===== config.mk =====
export PLATFORM = sky130hd
export DESIGN_NAME = dcache_array
export DESIGN_NICKNAME = d
export VERILOG_FILES = /design/src/hw/dcache_pkg.sv /design/src/hw/dcache_array.sv
export SDC_FILE = /design/constraint.sdc
export NUM_CORES = 2
export LEC_CHECK = 0
export ABC_AREA = 1
export BUFFER_PORTS_ARGS = -buffer_cell sky130_fd_sc_hd__buf_2
export CORE_UTILIZATION = 35
export CTS_BUF_LIST = sky130_fd_sc_hd__clkbuf_8
export DETAILED_ROUTE_END_ITERATION = 8
export SLEW_MARGIN = 20
export SYNTH_ARGS = -nofsm -noshare
export SYNTH_HDL_FRONTEND = slang
export SYNTH_SLANG_ARGS = --single-unit

===== constraint.sdc =====
create_clock -name clock -period 4.8 [get_ports clock]
set_input_delay 0.24 -clock clock [delete_from_list [all_inputs] [get_ports clock]]
set_output_delay 0.24 -clock clock [all_outputs]
set_load 0.02 [all_outputs]

===== src/hw/dcache_pkg.sv =====
////////////////////////////////////////
// Data cache shared definitions
// Widths, memory latency, bus commands and the bus structs
////////////////////////////////////////

`default_nettype none

package dcache_pkg;

	////////////////////////////////////////
	// Cache geometry
	////////////////////////////////////////
	localparam int DCACHE_IDX_BITS = 5;
	localparam int DCACHE_TAG_BITS = 8;
	localparam int DCACHE_LINES    = 1 << DCACHE_IDX_BITS;
	localparam int LINE_ADDR_BITS  = DCACHE_IDX_BITS + DCACHE_TAG_BITS; // Tag and index together

	////////////////////////////////////////
	// Memory
	////////////////////////////////////////
	localparam int MEM_ADDR_BITS  = 16;                // Byte address bits that are decoded
	localparam int MEM_WADDR_BITS = MEM_ADDR_BITS - 3; // Word address
	localparam int MEM_WORDS      = 1 << MEM_WADDR_BITS;
	localparam int MEM_TAG_BITS   = 4;                 // Tag 0 means no transaction
	localparam int MEM_TAG_MAX    = (1 << MEM_TAG_BITS) - 1;
	localparam int MEM_LATENCY    = 8;                 // Below MEM_TAG_MAX, so no tag reuse in flight

	typedef enum logic [1:0] {
		BUS_NONE  = 2'h0,
		BUS_LOAD  = 2'h1,
		BUS_STORE = 2'h2
	} bus_cmd_e;

	typedef struct packed {
		bus_cmd_e    cmd;
		logic [63:0] addr;
		logic [63:0] data;
	} proc_req_t;

	typedef struct packed {
		logic                    accepted; // Cleared when a refill takes the cycle
		logic                    valid;
		logic [MEM_TAG_BITS-1:0] tag;
		logic [63:0]             data;
	} proc_resp_t;

	typedef struct packed {
		bus_cmd_e    cmd;
		logic [63:0] addr; // Word aligned
		logic [63:0] data;
	} mem_req_t;

	typedef struct packed {
		logic [MEM_TAG_BITS-1:0] response; // Tag granted to this cycle's load
		logic [MEM_TAG_BITS-1:0] tag;      // Nonzero with refill data
		logic [63:0]             data;
	} mem_resp_t;

	typedef struct packed {
		logic                       en;
		logic [DCACHE_IDX_BITS-1:0] idx;
		logic [DCACHE_TAG_BITS-1:0] tag;
		logic [63:0]                data;
	} array_wr_t;

endpackage

`default_nettype wire


===== src/hw/dcache_array.sv =====
////////////////////////////////////////
// Direct-mapped cache storage
// Valid, tag and one data word per line
////////////////////////////////////////

`timescale 1ns/1ns
`default_nettype none

module dcache_array
	import dcache_pkg::*;
(
	input  wire logic                       clock,
	input  wire logic                       reset,
	input  wire logic [DCACHE_IDX_BITS-1:0] rd_idx,
	input  wire logic [DCACHE_TAG_BITS-1:0] rd_tag,
	input  wire array_wr_t                  array_wr,
	output logic      [63:0]                rd_data,
	output logic                            rd_hit
);

	logic [DCACHE_LINES-1:0]    line_vld;
	logic [DCACHE_TAG_BITS-1:0] line_tag  [DCACHE_LINES];
	logic [63:0]                line_data [DCACHE_LINES];

	// Combinational lookup
	assign rd_data = line_data[rd_idx];
	assign rd_hit  = line_vld[rd_idx] && (line_tag[rd_idx] == rd_tag);

	always_ff @(posedge clock) begin
		if (reset) begin
			line_vld <= '0;
		end else if (array_wr.en) begin
			line_vld[array_wr.idx] <= 1'b1;
		end
	end

	// Whole line replaced on every write
	always_ff @(posedge clock) begin
		if (array_wr.en) begin
			line_tag[array_wr.idx]  <= array_wr.tag;
			line_data[array_wr.idx] <= array_wr.data;
		end
	end

endmodule

`default_nettype wire


* Word-level counts from Yosys, hierarchy flattened *
Memory sizes are Yosys's and may differ from the RTL's.
Cells that the tools add are included.
Widths: inputs -> output; s select.

storage, ports and cells
  register bits after elaboration = 32
  memory bits (writable) = 2304
  bits of input ports = 93
  output and inout port bits = 65
  memories = 2

operators by class
  $lt $le $gt $ge = 3
  eq/ne operators = 1
  muxes and demuxes = 6
  bitwise operators = 1
  reduce and logical (&&, ||, !) cells = 2

memories
  memory     depth  bits a word  read ports  clocked after Yosys merged registers in  write ports  RTL line            source
  line_data  32     64           1           0                                        1            dcache_array.sv:23  logic [63:0] line_data [DCACHE_LINES];
  line_tag   32     8            1           0                                        1            dcache_array.sv:22  logic [DCACHE_TAG_BITS-1:0] line_tag [DCACHE_LINES];

operators with widths
  operator            number
  $or 32x32->32       1
  $lt 5x6->1 const B  2
  $eq 8x8->1          1
  $bmux 1 s5          1
  $demux 1 s5         1
  $ge 5x1->1 const B  1
  $mux 1              4
  $logic_and 1x1->1   2

* Depth between registers and ports, before layout *
  word-level depth = 5
  gate-level depth with buffers = 16
  gate-level depth less buffers = 13

* Worst setup path after synthesis *
No wires, ideal clock.

  path type = input to register
  start point = input array_wr[77] in the netlist's numbering
  end point = memory line_data[13][0] (enable)
  arrival = 3.643 ns
  data required time = 4.296 ns
  slack = 0.653 ns
  stages = 4
  path buffers = 0
  cell sequence = inv_1 -> nor3_1 -> inv_1 -> nor2_1

on the way
  cells in the longest elaborated chain, start to end = 2

RTL lines
  what                          RTL line            source
  start, declared               dcache_array.sv:16  input wire array_wr_t array_wr,
  $mux 1                        dcache_array.sv:39  if (array_wr.en) begin
  $mux 1 (not written as such)  dcache_array.sv:41  line_data[array_wr.idx] <= array_wr.data;
  end, declared                 dcache_array.sv:23

No other way between the ends.

* Worst setup path in the final report *
  start point = input rd_idx[1]
  end point = output rd_data[43]

on the way
  cells in the longest elaborated chain, start to end = 1

RTL lines
  what             RTL line            source
  start, declared  dcache_array.sv:14  input wire logic [DCACHE_IDX_BITS-1:0] rd_idx,
  $mem_v2 32x64    -
  end, declared    dcache_array.sv:17  output logic [63:0] rd_data,

No other way between the ends.

==> metrics <==
HP Start array_wr[3]; post-route ant nets 0; fin nets 7268; sequential share of power 0.561; setup TNS 0 ps; Worst Setup End Kind output pin; launch point of the worst reg-to-reg path line_vld[0]$_SDFFE_PP0P_; setup slack, reg-to-reg 4180 ps; status finished clean; Peak VDD IR 319.1 uV; Final Max Slew Viols 0; Placement Rows 187; fill count 24004; Internal Dissipation 0.03084 W; Place WS 1400 ps; Post-synth EDFFs 2304; Synth Cell Area 91340 um^2; layout cells sized above 1 0.1040; Seq/Total Area, Yosys 0.7645; H-tree levels 5; Setup violations, final 0; routability congestion estimate 0.7544; Total GRT Usage 0.2043; hpwl dp 129800 um; Fin. Hold Viols 0; core region area 259500 um^2; critical path class in -> out; synthesized flop and latch total 2336; Comb power frac 0.065; Buf/Inv on CP 3; DR WL/cell 25.40 um; fin worst setup slack 1325 ps; sw frac 0.2380; total I/O pin count 158; vias in the first global route 57425; startpoint types input pin; crit path time final 3475 ps; Root Buffer clkbuf_8; routed vias 60424; CTS resizes 0; worst path cell trace buf_8, buf_12, o21ai_0, o22ai_1, o21ai_0, o22ai_1, nand2_1, nand2_1, buf_2; # Post-CTS Setup Buffers 0; first-pass GRT wire length 397200 um; most common cell after layout, fill and taps aside edfxtp_1; area delta synth->final 13.46%; Syn Area/Cell 13.22 um^2; Die X 512.9 um; Syn Inst Count 6910; Clock power frac 0.374; CP required 4560 ps; dpl cells 10119; DRC Markers 0; grt total ovfl 0; Worst-path clk slew 70 ps; synth warn 0; Max Freq 287.8 MHz; initial antenna violation count 36; period utilization 0.7239; Mapped Nets 7003; Worst path top cell family by delay buffers and inverters; maxcap violations 0; largest net degree at the start of global routing 185; most frequent cells in the layout 2304 x edfxtp_1, 1299 x nor2_1, 1135 x o21ai_0; CTS buffer count 378; Clk Latency, worst-skew pair 1060 ps; full die area 263000 um^2; Slew headroom 0.2023; CTS Buffer Depth 4; RSZ-0062 raised after global routing no; Slew @ Worst Pin 1194 ps; Hold Path Cell Cnt 2; clock sink count 2336; R2R Path End line_vld[0]$_SDFFE_PP0P_; DR pass1 iterations 6; CP max stage delay 670 ps; Worst Reg-to-Reg Cells 2; critical path peak fanout 162; IO Port Bufs 157; vias per inst 5.562; WHS Endpoint line_data[13][3]$_DFFE_PP_; top_reg_cell synth edfxtp_1; drt initial violations 7649; CTS tree yes; WL final 275900 um; final clock skew 0 ps; CP max-delay cell buf_12; Psw 0.009631 W; Synth async-reset ratio 0; Starting Density 0.3520; hold crit path type in -> reg; Leak 33.49 nW; Unique masters post-synth 30; Non-Filler Instances 10863; Data arrival, critical path 3230 ps; cell area power density 390.6 nW/um^2; die height 512.9 um
-- worst max path at each step --
| stage | startpoint | end | slack [ps] | cells past startpoint |
|---|---|---|---|---|
| after floorplan | array_wr[77] | line_data[13][0]$_DFFE_PP_ | 650 | 4 |
| after global placement | rd_idx[1] | rd_data[50] | 1370 | 10 |
| after detailed placement | rd_idx[1] | rd_hit | 1400 | 13 |
| after CTS | rd_idx[1] | rd_hit | 1400 | 13 |
| after global routing | rd_idx[0] | rd_data[16] | 1160 | 10 |
| final | rd_idx[1] | rd_data[43] | 1330 | 9 |
-- power by group through the flow --
stage | combinational (W) | clock [W] | sequential, W
floorplan | 0.00146 | 0 | 0.0231
global placement | 0.00251 | 0 | 0.0231
detailed placement | 0.00255 | 0 | 0.0231
CTS | 0.00262 | 0.0154 | 0.0227
global route | 0.00286 | 0.0162 | 0.0227
finish | 0.00264 | 0.0151 | 0.0227
-- cell usage after synthesis (all sizes together), types with 6 or more instances --
library cell	n	share of area
edfxtp	2304	0.76
nor2	1331	0.055
o21ai	1215	0.067
nand2	521	0.021
o22ai	483	0.033
nand3	309	0.017
clkbuf	288	0.012
buf	215	0.015
o221ai	96	0.0092
inv	34	0.0014
dfxtp	32	0.0070
a31oi	25	0.0017
a21oi	15	0.00082
nor3	12	0.00066
o32ai	6	0.00058
-- layout make-up --
class | count | area [um^2] | share of cell area
Timing Repair Buffer | 388 | 3727 | 0.03597
Clock inverter | 262 | 1100 | 0.01061
Multi-Input combinational cell | 4034 | 19200 | 0.1853
Tap cell | 3402 | 4257 | 0.04107
Inverter | 37 | 173.9 | 0.001678
Sequential cell | 2336 | 69830 | 0.6738
Clock buffer | 385 | 5299 | 0.05113
Antenna cell | 19 | 47.55 | 0.0004588
-- repair_timing --
item                       4_1_cts  5_1_grt
setup endpoints to repair        0        0
hold endpoints to repair      2351        0
hold buffers                    77        0
-- layer usage --
metal	vias up	track usage	wire length (um)
met3	500	0.03588	24880
met4	18	0.05773	6690
met5	-	0	117
met2	3009	0.3242	128200
met1	30574	0.2869	116000
li1	26323	-	-
-- metrics by stage --
step,total power (W),hold WS [ps],instance area [um^2],utilization
2_1_floorplan,0.02460,312.4,91340,-
3_3_place_gp,0.02563,448.0,96310,0.3712
3_5_place_dp,0.02568,453.8,96390,0.3715
4_1_cts,0.04070,127.6,103600,0.3991
5_1_grt,0.04179,189.6,103600,0.3993
6_report,0.04047,224.6,103600,0.3994
-- state kept, by name (all words and copies together), names as in the netlist --
name / count
line_data: 2048
line_tag: 256
line_vld: 32
-- cells by family after synthesis --
group           share of synthesized area
flops                              0.7645
buf+inv                           0.02796
compound gates                     0.1135
simple gates                      0.09393
xor+xnor                       0.00009591
Note: power is estimated with default switching activity, not from simulation.
