### src/hw/dcache_pkg.sv
////////////////////////////////////////
// Data cache shared definitions
// Widths, memory latency, bus commands and the bus structs
////////////////////////////////////////

`default_nettype none

package dcache_pkg;

	////////////////////////////////////////
	// Cache geometry
	////////////////////////////////////////
	localparam int DCACHE_IDX_BITS = 5;
	localparam int DCACHE_TAG_BITS = 8;
	localparam int DCACHE_LINES    = 1 << DCACHE_IDX_BITS;
	localparam int LINE_ADDR_BITS  = DCACHE_IDX_BITS + DCACHE_TAG_BITS; // Tag and index together

	////////////////////////////////////////
	// Memory
	////////////////////////////////////////
	localparam int MEM_ADDR_BITS  = 16;                // Byte address bits that are decoded
	localparam int MEM_WADDR_BITS = MEM_ADDR_BITS - 3; // Word address
	localparam int MEM_WORDS      = 1 << MEM_WADDR_BITS;
	localparam int MEM_TAG_BITS   = 4;                 // Tag 0 means no transaction
	localparam int MEM_TAG_MAX    = (1 << MEM_TAG_BITS) - 1;
	localparam int MEM_LATENCY    = 8;                 // Below MEM_TAG_MAX, so no tag reuse in flight

	typedef enum logic [1:0] {
		BUS_NONE  = 2'h0,
		BUS_LOAD  = 2'h1,
		BUS_STORE = 2'h2
	} bus_cmd_e;

	typedef struct packed {
		bus_cmd_e    cmd;
		logic [63:0] addr;
		logic [63:0] data;
	} proc_req_t;

	typedef struct packed {
		logic                    accepted; // Cleared when a refill takes the cycle
		logic                    valid;
		logic [MEM_TAG_BITS-1:0] tag;
		logic [63:0]             data;
	} proc_resp_t;

	typedef struct packed {
		bus_cmd_e    cmd;
		logic [63:0] addr; // Word aligned
		logic [63:0] data;
	} mem_req_t;

	typedef struct packed {
		logic [MEM_TAG_BITS-1:0] response; // Tag granted to this cycle's load
		logic [MEM_TAG_BITS-1:0] tag;      // Nonzero with refill data
		logic [63:0]             data;
	} mem_resp_t;

	typedef struct packed {
		logic                       en;
		logic [DCACHE_IDX_BITS-1:0] idx;
		logic [DCACHE_TAG_BITS-1:0] tag;
		logic [63:0]                data;
	} array_wr_t;

endpackage

`default_nettype wire

### src/hw/dcache_ctrl.sv
////////////////////////////////////////
// Data cache controller
// Lookup, miss tracking by memory tag, refill and write-through
////////////////////////////////////////

`timescale 1ns/1ns
`default_nettype none

module dcache_ctrl
	import dcache_pkg::*;
(
	input  wire logic                       clock,
	input  wire logic                       reset,
	input  wire proc_req_t                  proc_req,
	input  wire mem_resp_t                  mem_resp,
	input  wire logic [63:0]                rd_data,
	input  wire logic                       rd_hit,
	output proc_resp_t                      proc_resp,
	output mem_req_t                        mem_req,
	output logic      [DCACHE_IDX_BITS-1:0] rd_idx,
	output logic      [DCACHE_TAG_BITS-1:0] rd_tag,
	output array_wr_t                       array_wr
);

	// Miss address table, one slot per memory tag
	logic [LINE_ADDR_BITS-1:0] miss_line [1:MEM_TAG_MAX];
	logic [MEM_TAG_MAX:1]      miss_vld;

	logic [LINE_ADDR_BITS-1:0] req_line;
	logic [LINE_ADDR_BITS-1:0] fill_line;
	logic                      refill;
	logic                      miss_set;

	assign req_line = proc_req.addr[LINE_ADDR_BITS+2:3];
	assign refill   = (mem_resp.tag != '0); // Refill always wins the cycle

	// Line address of the returning load
	assign fill_line = refill ? miss_line[mem_resp.tag] : '0;

	// Lookup follows the processor address
	assign rd_idx = req_line[DCACHE_IDX_BITS-1:0];
	assign rd_tag = req_line[LINE_ADDR_BITS-1:DCACHE_IDX_BITS];

	////////////////////////////////////////
	// Request and refill handling
	////////////////////////////////////////
	always_comb begin
		proc_resp = '0;
		mem_req   = '0;
		array_wr  = '0;
		miss_set  = 1'b0;
		mem_req.cmd = BUS_NONE;

		if (refill) begin
			// Only write lines that a miss actually asked for
			array_wr.en   = miss_vld[mem_resp.tag];
			array_wr.idx  = fill_line[DCACHE_IDX_BITS-1:0];
			array_wr.tag  = fill_line[LINE_ADDR_BITS-1:DCACHE_IDX_BITS];
			array_wr.data = mem_resp.data;
			proc_resp.valid = 1'b1;
			proc_resp.tag   = mem_resp.tag;
			proc_resp.data  = mem_resp.data;
		end else begin
			case (proc_req.cmd)
				BUS_LOAD: begin
					if (rd_hit) begin
						proc_resp.accepted = 1'b1;
						proc_resp.valid    = 1'b1;
						proc_resp.data     = rd_data;
					end else begin
						mem_req.cmd  = BUS_LOAD;
						mem_req.addr = {proc_req.addr[63:3], 3'b000};
						// No grant means the processor has to retry
						proc_resp.accepted = (mem_resp.response != '0);
						proc_resp.tag      = mem_resp.response;
						miss_set           = (mem_resp.response != '0);
					end
				end
				BUS_STORE: begin
					// Write-through with allocate
					array_wr.en   = 1'b1;
					array_wr.idx  = rd_idx;
					array_wr.tag  = rd_tag;
					array_wr.data = proc_req.data;
					mem_req.cmd   = BUS_STORE;
					mem_req.addr  = {proc_req.addr[63:3], 3'b000};
					mem_req.data  = proc_req.data;
					proc_resp.accepted = 1'b1;
				end
				default: ;
			endcase
		end
	end

	////////////////////////////////////////
	// Miss table
	////////////////////////////////////////
	always_ff @(posedge clock) begin
		if (reset) begin
			miss_vld <= '0;
		end else if (miss_set) begin
			miss_vld[mem_resp.response] <= 1'b1;
		end else if (refill) begin
			miss_vld[mem_resp.tag] <= 1'b0; // Slot free for the next grant
		end
	end

	always_ff @(posedge clock) begin
		if (miss_set) begin
			miss_line[mem_resp.response] <= req_line;
		end
	end

endmodule

`default_nettype wire

### config.mk
export PLATFORM = sky130hd
export DESIGN_NAME = dcache_ctrl
export DESIGN_NICKNAME = d
export VERILOG_FILES = /design/src/hw/dcache_pkg.sv /design/src/hw/dcache_ctrl.sv
export SDC_FILE = /design/constraint.sdc
export NUM_CORES = 1
export LEC_CHECK = 0
export CAP_MARGIN = 20
export CORE_AREA = 2 2 220 222
export DETAILED_ROUTE_END_ITERATION = 8
export DIE_AREA = 0 0 222 224
export DONT_BUFFER_PORTS = 1
export REMOVE_ABC_BUFFERS = 1
export SLEW_MARGIN = 10
export SYNTH_ARGS = -nofsm -noshare
export SYNTH_HDL_FRONTEND = slang
export SYNTH_SLANG_ARGS = --single-unit
### constraint.sdc
create_clock -name clock -period 3.77 [get_ports clock]
set_clock_uncertainty 0.05 [all_clocks]
set_input_delay 0.754 -clock clock [delete_from_list [all_inputs] [get_ports clock]]
set_output_delay 0.754 -clock clock [all_outputs]
set_load 0.005 [all_outputs]
==> Word level (Yosys, flattened, before mapping) <==
Memories as Yosys holds them, arrays and structs flattened.
Cells that the tools add are included.
{ "totals": {"reg_bits": 15, "ram_bits": 195, "in_bits": 269, "out_inout_bits": 291, "word_cells": 43, "n_memories": 1} }
{ "mem_list": {"columns": ["memory", "words", "width", "read_ports", "rd_clocked_by_memory_dff", "write_ports", "line_no", "text"], "rows": [
  ["miss_line", 15, 13, 1, 0, 1, "dcache_ctrl.sv:26", "logic [LINE_ADDR_BITS-1:0] miss_line [1:MEM_TAG_MAX];"]
]} }
{ "classes": {"order_cmp": 4, "n_eq_ne": 2, "muxes": 27, "n_bitwise": 3, "reduce_logical": 5} }
{ "ops": {"columns": ["operator", "n"], "rows": [
  ["78-bit two-way mux", 2],
  ["69-bit two-way mux", 2],
  ["66-bit one-hot mux with 2 select lines", 1],
  ["130-bit two-way mux", 1],
  ["64-bit two-way mux", 2],
  ["65-bit two-way mux", 1],
  ["15-bit two-way mux", 2],
  ["15-bit AND", 1],
  ["15-bit inverter", 1],
  ["15-bit bitwise OR", 1],
  ["1-bit two-way mux", 11],
  ["4-bit by 5-bit < comparator with 1-bit output, second input constant", 2],
  ["1-bit demux with 4-bit select", 2],
  ["4-bit by 1-bit greater-or-equal comparator with 1-bit output, second input constant", 2],
  ["4-bit nonzero test", 2],
  ["1-bit binary-select mux with 4-bit select", 1],
  ["4-bit two-way mux", 1],
  ["2-bit by 1-bit equality test with 1-bit output, second input constant", 1],
  ["2-bit equality test, second input constant", 1],
  ["1-bit logical AND", 2],
  ["1-bit one-hot mux with 2 select lines", 1],
  ["2-bit nonzero test", 1]
]} }

==> Longest topological paths before layout <==
Gate-level depths: netlist (run 1).
{ "logic_depth": {"ltp_word": 8, "ltp_mapped": 8, "depth_no_buf": 6} }

==> Worst setup path after synthesis (run 1) <==
Ideal clock, no wire load.
{ "synth_path": {"path_type": "input port to flip-flop", "from": "input mem_resp[64] (netlist bit)", "to": "memory miss_line[8][0] (netlist bit), enable pin", "setup_time_ps": 400, "arrival_time_ps": 2809, "slack_ps": 512, "stages": 7, "path_buffers": 3, "path_cell_list": "buf_6 -> buf_6 -> nor4b_2 -> and2_1 -> buf_2 -> nand3b_1 -> nor3_1"} }
{ "synth_between": {"elab_chain_cells": 4} }
{ "synth_rtl": {"columns": ["element", "line_no", "text"], "rows": [
  ["start: declaration", "dcache_ctrl.sv:15", "input wire mem_resp_t mem_resp,"],
  ["4-bit nonzero test", "dcache_ctrl.sv:35", "assign refill = (mem_resp.tag != '0);"],
  ["1-bit two-way mux", "dcache_ctrl.sv:54", "if (refill) begin"],
  ["1-bit two-way mux", "dcache_ctrl.sv:109", "if (miss_set) begin"],
  ["1-bit two-way mux (implied by the code)", "dcache_ctrl.sv:110", "miss_line[mem_resp.response] <= req_line;"],
  ["end: declaration", "dcache_ctrl.sv:26", null]
]} }
Every way passes these cells.

==> summary.txt, run 1 <==
Outcome: complete, no violations
Number of distinct library cells after synthesis: 42
Total wire length: 48200 um
Startpoint Class: input port
PwrDens: 421 nW/um^2
Post CTS Setup Buffer Count: 0
Die area: 49700 um^2
FP Rows: 80
Largest net degree at the start of global routing: 123
Global route overflow: 0
Clk Latency, worst-skew pair: 0.50 ns
Post-synth top cells: edfxtp_1, a21o_1, a22o_1, and3_1, and2_1
EDFF count, synth: 195
Final Slew Violations: 0
Mux contribution to synthesized area: 12.1%
Setup-failing EPs final: 0
Met2 WL post-DR: 24700 um
Starting Density: 22.5%
Vias in the first global route: 6843
I/O Buffers: 0
Dominant synthesized flop cell: edfxtp_1
Synth warn: 0
Antenna violations before repair: 34
Layout Nets: 1003
DR iter-0 viols: 824
Most frequent cell after synthesis: edfxtp_1
Final setup margin: 0.757 ns
Routed Antenna Nets: 0
Worst EP required: 2.97 ns
Die width: 222 um
Place WS: 0.765 ns
FILL cells: 4812
Dpl hpwl: 37700 um
Max clock buf depth: 3
IO Pins: 560
WL met1: 17300 um
Gpl congestion: 0.903
Final worst-path cycle share: 79.9%
CP Max Fanout: 74
P_leak: 0.00441 uW
Largest cells by area after synthesis: edfxtp_1, mux4_2, a21o_1, a22o_1, and3_1
Combinational family with the most area after synthesis: compound AO/OA/AOI/OAI gates
Clk pin slew, worst setup/hold paths: 0.06 ns
DR vias: 7421
Clock Tree Root: clkbuf_16
Simple-gate portion of the synthesized area: 10.2%
PostCTS Resize Cnt: 0
Max cap viols: 0
Post-synthesis compound-gate area fraction: 15.0%
Synth top area share: 55.0%
Post-synthesis sequential area ratio: 57.8%
DRC Markers: 0
P&R area growth vs syn: 13.3%
Clock Sinks: 210
Slew @ Worst Pin: 0.742 ns
Syn Area/Cell: 14.0 um^2
DR vias/cell: 5.38
Tot GR Track Use: 18.1%
XOR/XNOR Fraction of Synth Area: 0%
Fin crit period: 3.01 ns
Core ar.: 47300 um^2
Cell type with the largest total area after synthesis: edfxtp_1
Ys async rst share: 0%
Synthesized area: 10600 um^2
Met3 WL: 4030 um
Rel. slew slack: 50.4%
First-pass GRT wire length: 61700 um
Crit end category: primary output
Hold/Removal Path Class: input port to register
Die Ht: 224 um
Final hold viol count: 0
Multi-input logic area: 4050 um^2
Hold buffers post-CTS: 0
Setup Crit Path Kind: input port to primary output
Top routing layer used: met5
F_max: 0.332 GHz
RSZ-0062 raised after global routing: no
Max H-tree Level: 1
Wire length per cell: 35.0 um
CTS tree: yes
Pwr Total: 5080 uW
CP arrival: 2.21 ns
CTS Buf Count: 22
Cell count after synthesis: 762
Synth Register Bits: 210
Share of post-route cells with drive strength above 1: 15.9%
Maximum vdd drop: 360 uV
Synth Area in Adders: 0.235%
DR pass1 iterations: 5
Register area: 6160 um^2
[report_power, final]
part	internal (uW)	switching, uW	total [uW]
sequential	2550	0.335	2550
clock	1380	836	2210
combinational	160	159	319
[layout make-up]
type                    count  area share, %
clock inverters            12           1.26
well taps                 615           6.38
diodes                     17          0.353
clock buffers              27           4.90
inverters                   4          0.125
repair buffers             31           2.35
multi-input cells         463           33.6
flip-flops and latches    210           51.1
[final timing paths]
| kind | startpoint | endpoint | slack (ns) | cells past startpoint |
|---|---|---|---|---|
| hold / removal | reset | miss_vld[11]$_SDFFE_PP0P_ | 0.27 | 1 |
| setup reg to reg | miss_vld[6]$_SDFFE_PP0P_ | miss_vld[6]$_SDFFE_PP0P_ | 3.02 | 2 |
| hold reg to reg | miss_vld[14]$_SDFFE_PP0P_ | miss_vld[14]$_SDFFE_PP0P_ | 0.43 | 1 |
| setup / recovery | mem_resp[64] | mem_req[67] | 0.76 | 5 |
[per-layer routing]
metal | GRT usage (%) | vias up
li1 | - | 2947
met1 | 20.3 | 3769
met2 | 33.1 | 577
met3 | 4.54 | 116
met4 | 6.97 | 12
met5 | 0 | -
[worst max-delay path, cell delays in order]
cell     delay (ns)
nor2_1         0.38
nand2_4        0.21
nor3_4         0.24
buf_12         0.22
and2_1         0.30
[cell families after synthesis]
group,count (synthesis)
DFF,210
AOI/OAI and AO/OA,211
other,1
adders and majority gates,2
muxes,66
and+or+nand+nor,181
buffers and inverters,91
[through the flow]
step                      utilization (%)  std cells  setup TNS (ns)  instance area, um^2  hold WS, ns
after floorplan                         -        677         -311.78                10200        0.385
after global placement               23.8       1323               0                11300        0.393
after detailed placement             23.8       1323               0                11300        0.409
after CTS                            25.4       1362               0                12000        0.257
after global routing                 25.4       1372               0                12000        0.253
final                                25.5       1379               0                12100        0.270
[placed cells by master, fill, tap and decap left out, types with 5 or more instances in the layout]
cell type and count:
mux2i_1 16, edfxtp_1 195, a21oi_1 31, nand3_1 5, mux4_2 50, nor2b_1 6, a211oi_1 8, a31oi_1 5
clkbuf_16 23, a21o_1 77, diode_2 17, and2_1 64, a22o_1 65, nand2_1 7, buf_4 27, nor2_1 17
dfxtp_1 15, and3_1 65, clkinv_1 7, a22oi_1 7
[flip-flops by register name, indices dropped and copies added (netlist names)]
register   count
miss_line    195
miss_vld      15
No activity file was read; power rests on OpenSTA's default activity.
==> run 2, diff against run 1 <==
- ABC_AREA: not set -> 1
- clock period: 3.77 -> 3 ns (I/O delays scaled with it)
==> summary.txt, run 2 <==
Final Slew Violations: 0 (unchanged)
Dpl cells: 2122 (was 1323)
Hold/Removal Path Class: input port to register (unchanged)
Starting Density: 25.3% (was 22.5%)
Setup tns final: -0.0178 ns (was 0 ns)
Maximum vdd drop: 309 uV (was 360 uV)
Clk pin slew, worst setup/hold paths: 0.06 ns (about the same)
DR vias: 10700 (was 7421)
Ys async rst share: 0% (unchanged)
Post-synth top cells: nand2_1, edfxtp_1, o21ai_0, inv_1, nand3_1 (was edfxtp_1, a21o_1, a22o_1, and3_1, and2_1)
CTS Buf Count: 22 (unchanged)
Most frequent cell after synthesis: nand2_1 (was edfxtp_1)
Slowest-stage cell, CP: o21ai_0 (was nor2_1)
Gpl congestion: 0.989 (was 0.903)
RSZ-0062 raised after global routing: no (unchanged)
Layout Nets: 1802 (was 1003)
Synth Register Bits: 210 (unchanged)
Non-Filler Instances: 2182 (was 1379)
Synth warn: 0 (unchanged)
Most frequent cells in the layout: nand2_1, edfxtp_1, buf_4 (was edfxtp_1, a21o_1, and3_1, a22o_1, and2_1)
Largest registers: miss_line x195, miss_vld x15 (unchanged)
Dominant synthesized flop cell: edfxtp_1 (unchanged)
Global route overflow: 0 (unchanged)
Cell type with the largest total area after synthesis: edfxtp_1 (unchanged)
P&R area growth vs syn: 18.5% (was 13.3%)
Clk Latency, worst-skew pair: 0.50 ns (about the same)
Crit end category: primary output (unchanged)
Largest cells by area after synthesis: edfxtp_1, nand2_1, nor3b_2, o21ai_0, nand3_1 (was edfxtp_1, mux4_2, a21o_1, a22o_1, and3_1)
Final hold viol count: 0 (unchanged)
Clock Sinks: 210 (unchanged)
Max clock buf depth: 3 (unchanged)
Startpoint Class: input port (unchanged)
Max reg flops: 195 (unchanged)
Setup-failing EPs final: 1 (was 0)
PwrDens: 457 nW/um^2 (was 421 nW/um^2)
Failing checks: setup timing
Pwr Total: 6480 uW (was 5080 uW)
PostCTS Resize Cnt: 0 (unchanged)
FP Rows: 80 (unchanged)
DR pass1 iterations: 5 (unchanged)
Synthesized area: 12000 um^2 (was 10600 um^2)
Tot GR Track Use: 20.0% (was 18.1%)
Biggest register: miss_line (unchanged)
CP max stage delay: 0.60 ns (was 0.38 ns)
Core ar.: 47300 um^2 (unchanged)
Rel. slew slack: 61.3% (was 50.4%)
Die Ht: 224 um (unchanged)
P_leak: 0.00598 uW (was 0.00441 uW)
Post-synthesis sequential area ratio: 51.4% (was 57.8%)
First-pass GRT wire length: 70700 um (was 61700 um)
Share of post-route cells with drive strength above 1: 17.4% (was 15.9%)
Fin crit period: 3.02 ns
CP Buf/Inv Count: 2 (was 1)
I/O Buffers: 0 (unchanged)
Post-DP Area: 13500 um^2 (was 11300 um^2)
Fin area: 14200 um^2 (was 12100 um^2)
Max cap viols: 0 (unchanged)
Cell count after synthesis: 1455 (was 762)
Vias in the first global route: 9354 (was 6843)
DRC Markers: 0 (unchanged)
DR vias/cell: 4.92 (was 5.38)
CTS tree: yes (unchanged)
Number of distinct library cells after synthesis: 28 (was 42)
Dpl hpwl: 41400 um (was 37700 um)
Routed Antenna Nets: 0 (unchanged)
Top cell family by delay on the critical path: compound AO/OA/AOI/OAI gates (was simple AND/OR/NAND/NOR gates)
Antenna violations before repair: 43 (was 34)
Wire length per cell: 24.3 um (was 35.0 um)
Hold buffers post-CTS: 0 (unchanged)
Most common cell after layout, fill and taps aside: nand2_1 (was edfxtp_1)
Die area: 49700 um^2 (unchanged)
IO Pins: 560 (unchanged)
Max H-tree Level: 1 (unchanged)
Synth top area share: 48.9% (was 55.0%)
Slew @ Worst Pin: 0.580 ns (was 0.742 ns)
CP Max Fanout: 98 (was 74)
Worst EP required: 2.35 ns (was 2.97 ns)
Syn Area/Cell: 8.23 um^2 (was 14.0 um^2)
Outcome: finished with violations (was complete, no violations)
CP arrival: 2.37 ns (was 2.21 ns)
Setup Crit Path Kind: input port to primary output (unchanged)
Final setup margin: -0.0178 ns (was 0.757 ns)
Final worst-path cycle share: 101%
Post CTS Setup Buffer Count: 0 (unchanged)
DR iter-0 viols: 1143 (was 824)
F_max: 0.331 GHz
Die width: 222 um (unchanged)
Clock Tree Root: clkbuf_16 (unchanged)
EDFF count, synth: 195 (unchanged)
Largest net degree at the start of global routing: 99 (was 123)
Total wire length: 53100 um (was 48200 um)
Crit path cell chain: nor2_8, nand2_4, nor2_4, clkinv_2, o21ai_0, buf_4 (was nor2_1, nand2_4, nor3_4, buf_12, and2_1)
-- run 2: changes by cell type in the layout (fill, tap and decap cells not counted), sizes merged, moves of 61 or more --
cell   delta
inv     +111
nand2   +570
and2     -64
o21ai   +154
a21o     -77
nor2     +72
nor3b    +61
nand3    +93
and3     -65
a22o     -65
buf     +132
-- run 2: final timing paths --
path | startpoint | slack (ns) | depth (start not counted) | to
worst max-delay path | mem_resp[64] | -0.02 | 6 | array_wr[11]
worst max register to register | miss_vld[10]$_SDFFE_PP0P_ | 2.36 | 1 | miss_vld[10]$_SDFFE_PP0P_
worst min-delay path | proc_req[70] | 0.15 | 0 | miss_line[6][3]$_DFFE_PP_
worst min register to register | miss_vld[12]$_SDFFE_PP0P_ | 0.40 | 2 | miss_vld[12]$_SDFFE_PP0P_
-- run 2: final cells by class --
cell class,count,area [um^2]
Inverter,116,437
Tap cell,615,769
Timing Repair Buffer,163,1300
Antenna cell,23,57.6
Clock buffer,34,648
Sequential cell,210,6160
Fill cell,4941,33200
Clock inverter,3,12.5
Multi-Input combinational cell,1018,4800
-- run 2: where the power goes --
part           switching (uW)  total [uW]  internal, uW
Combinational             503         773           270
Clock                    1030        2510          1470
Sequential              0.421        3200          3200
Total                    1530        6480          4940
-- run 2: logic make-up (layout without fill, tap and decap cells) --
kind of cell | Yosys count | count (layout) | synth area share [%]
AO/OA/AOI/OAI | 180 | 180 | 7.57
adder cells (fa/ha/maj) | 2 | 2 | 0.209
buffers and inverters | 229 | 316 | 8.72
flip-flops | 210 | 210 | 51.4
other | 1 | 26 | 0.0313
AND/OR/NAND/NOR | 833 | 833 | 32.0
-- run 2: routing by layer --
layer  routed length [um]  part of all wire [%]  GRT usage (%)  vias to the layer above
met3                 6820                    13           9.30                      103
met1                21100                    40           25.3                     5036
li1                     -                     -              -                     4883
met4                 2230                   4.2           8.87                       28
met5                  191                  0.36              0                        -
met2                22700                    43           29.0                      685
-- run 2: stage by stage --
step	setup WS [ns]	hold WS [ns]	utilization, %
after floorplan	-3.45	0.378	-
after global placement	0.212	0.389	28.4
after detailed placement	0.182	0.391	28.4
after CTS	0.168	0.130	29.8
after global routing	0.00526	0.128	29.9
final	-0.0178	0.147	30.0
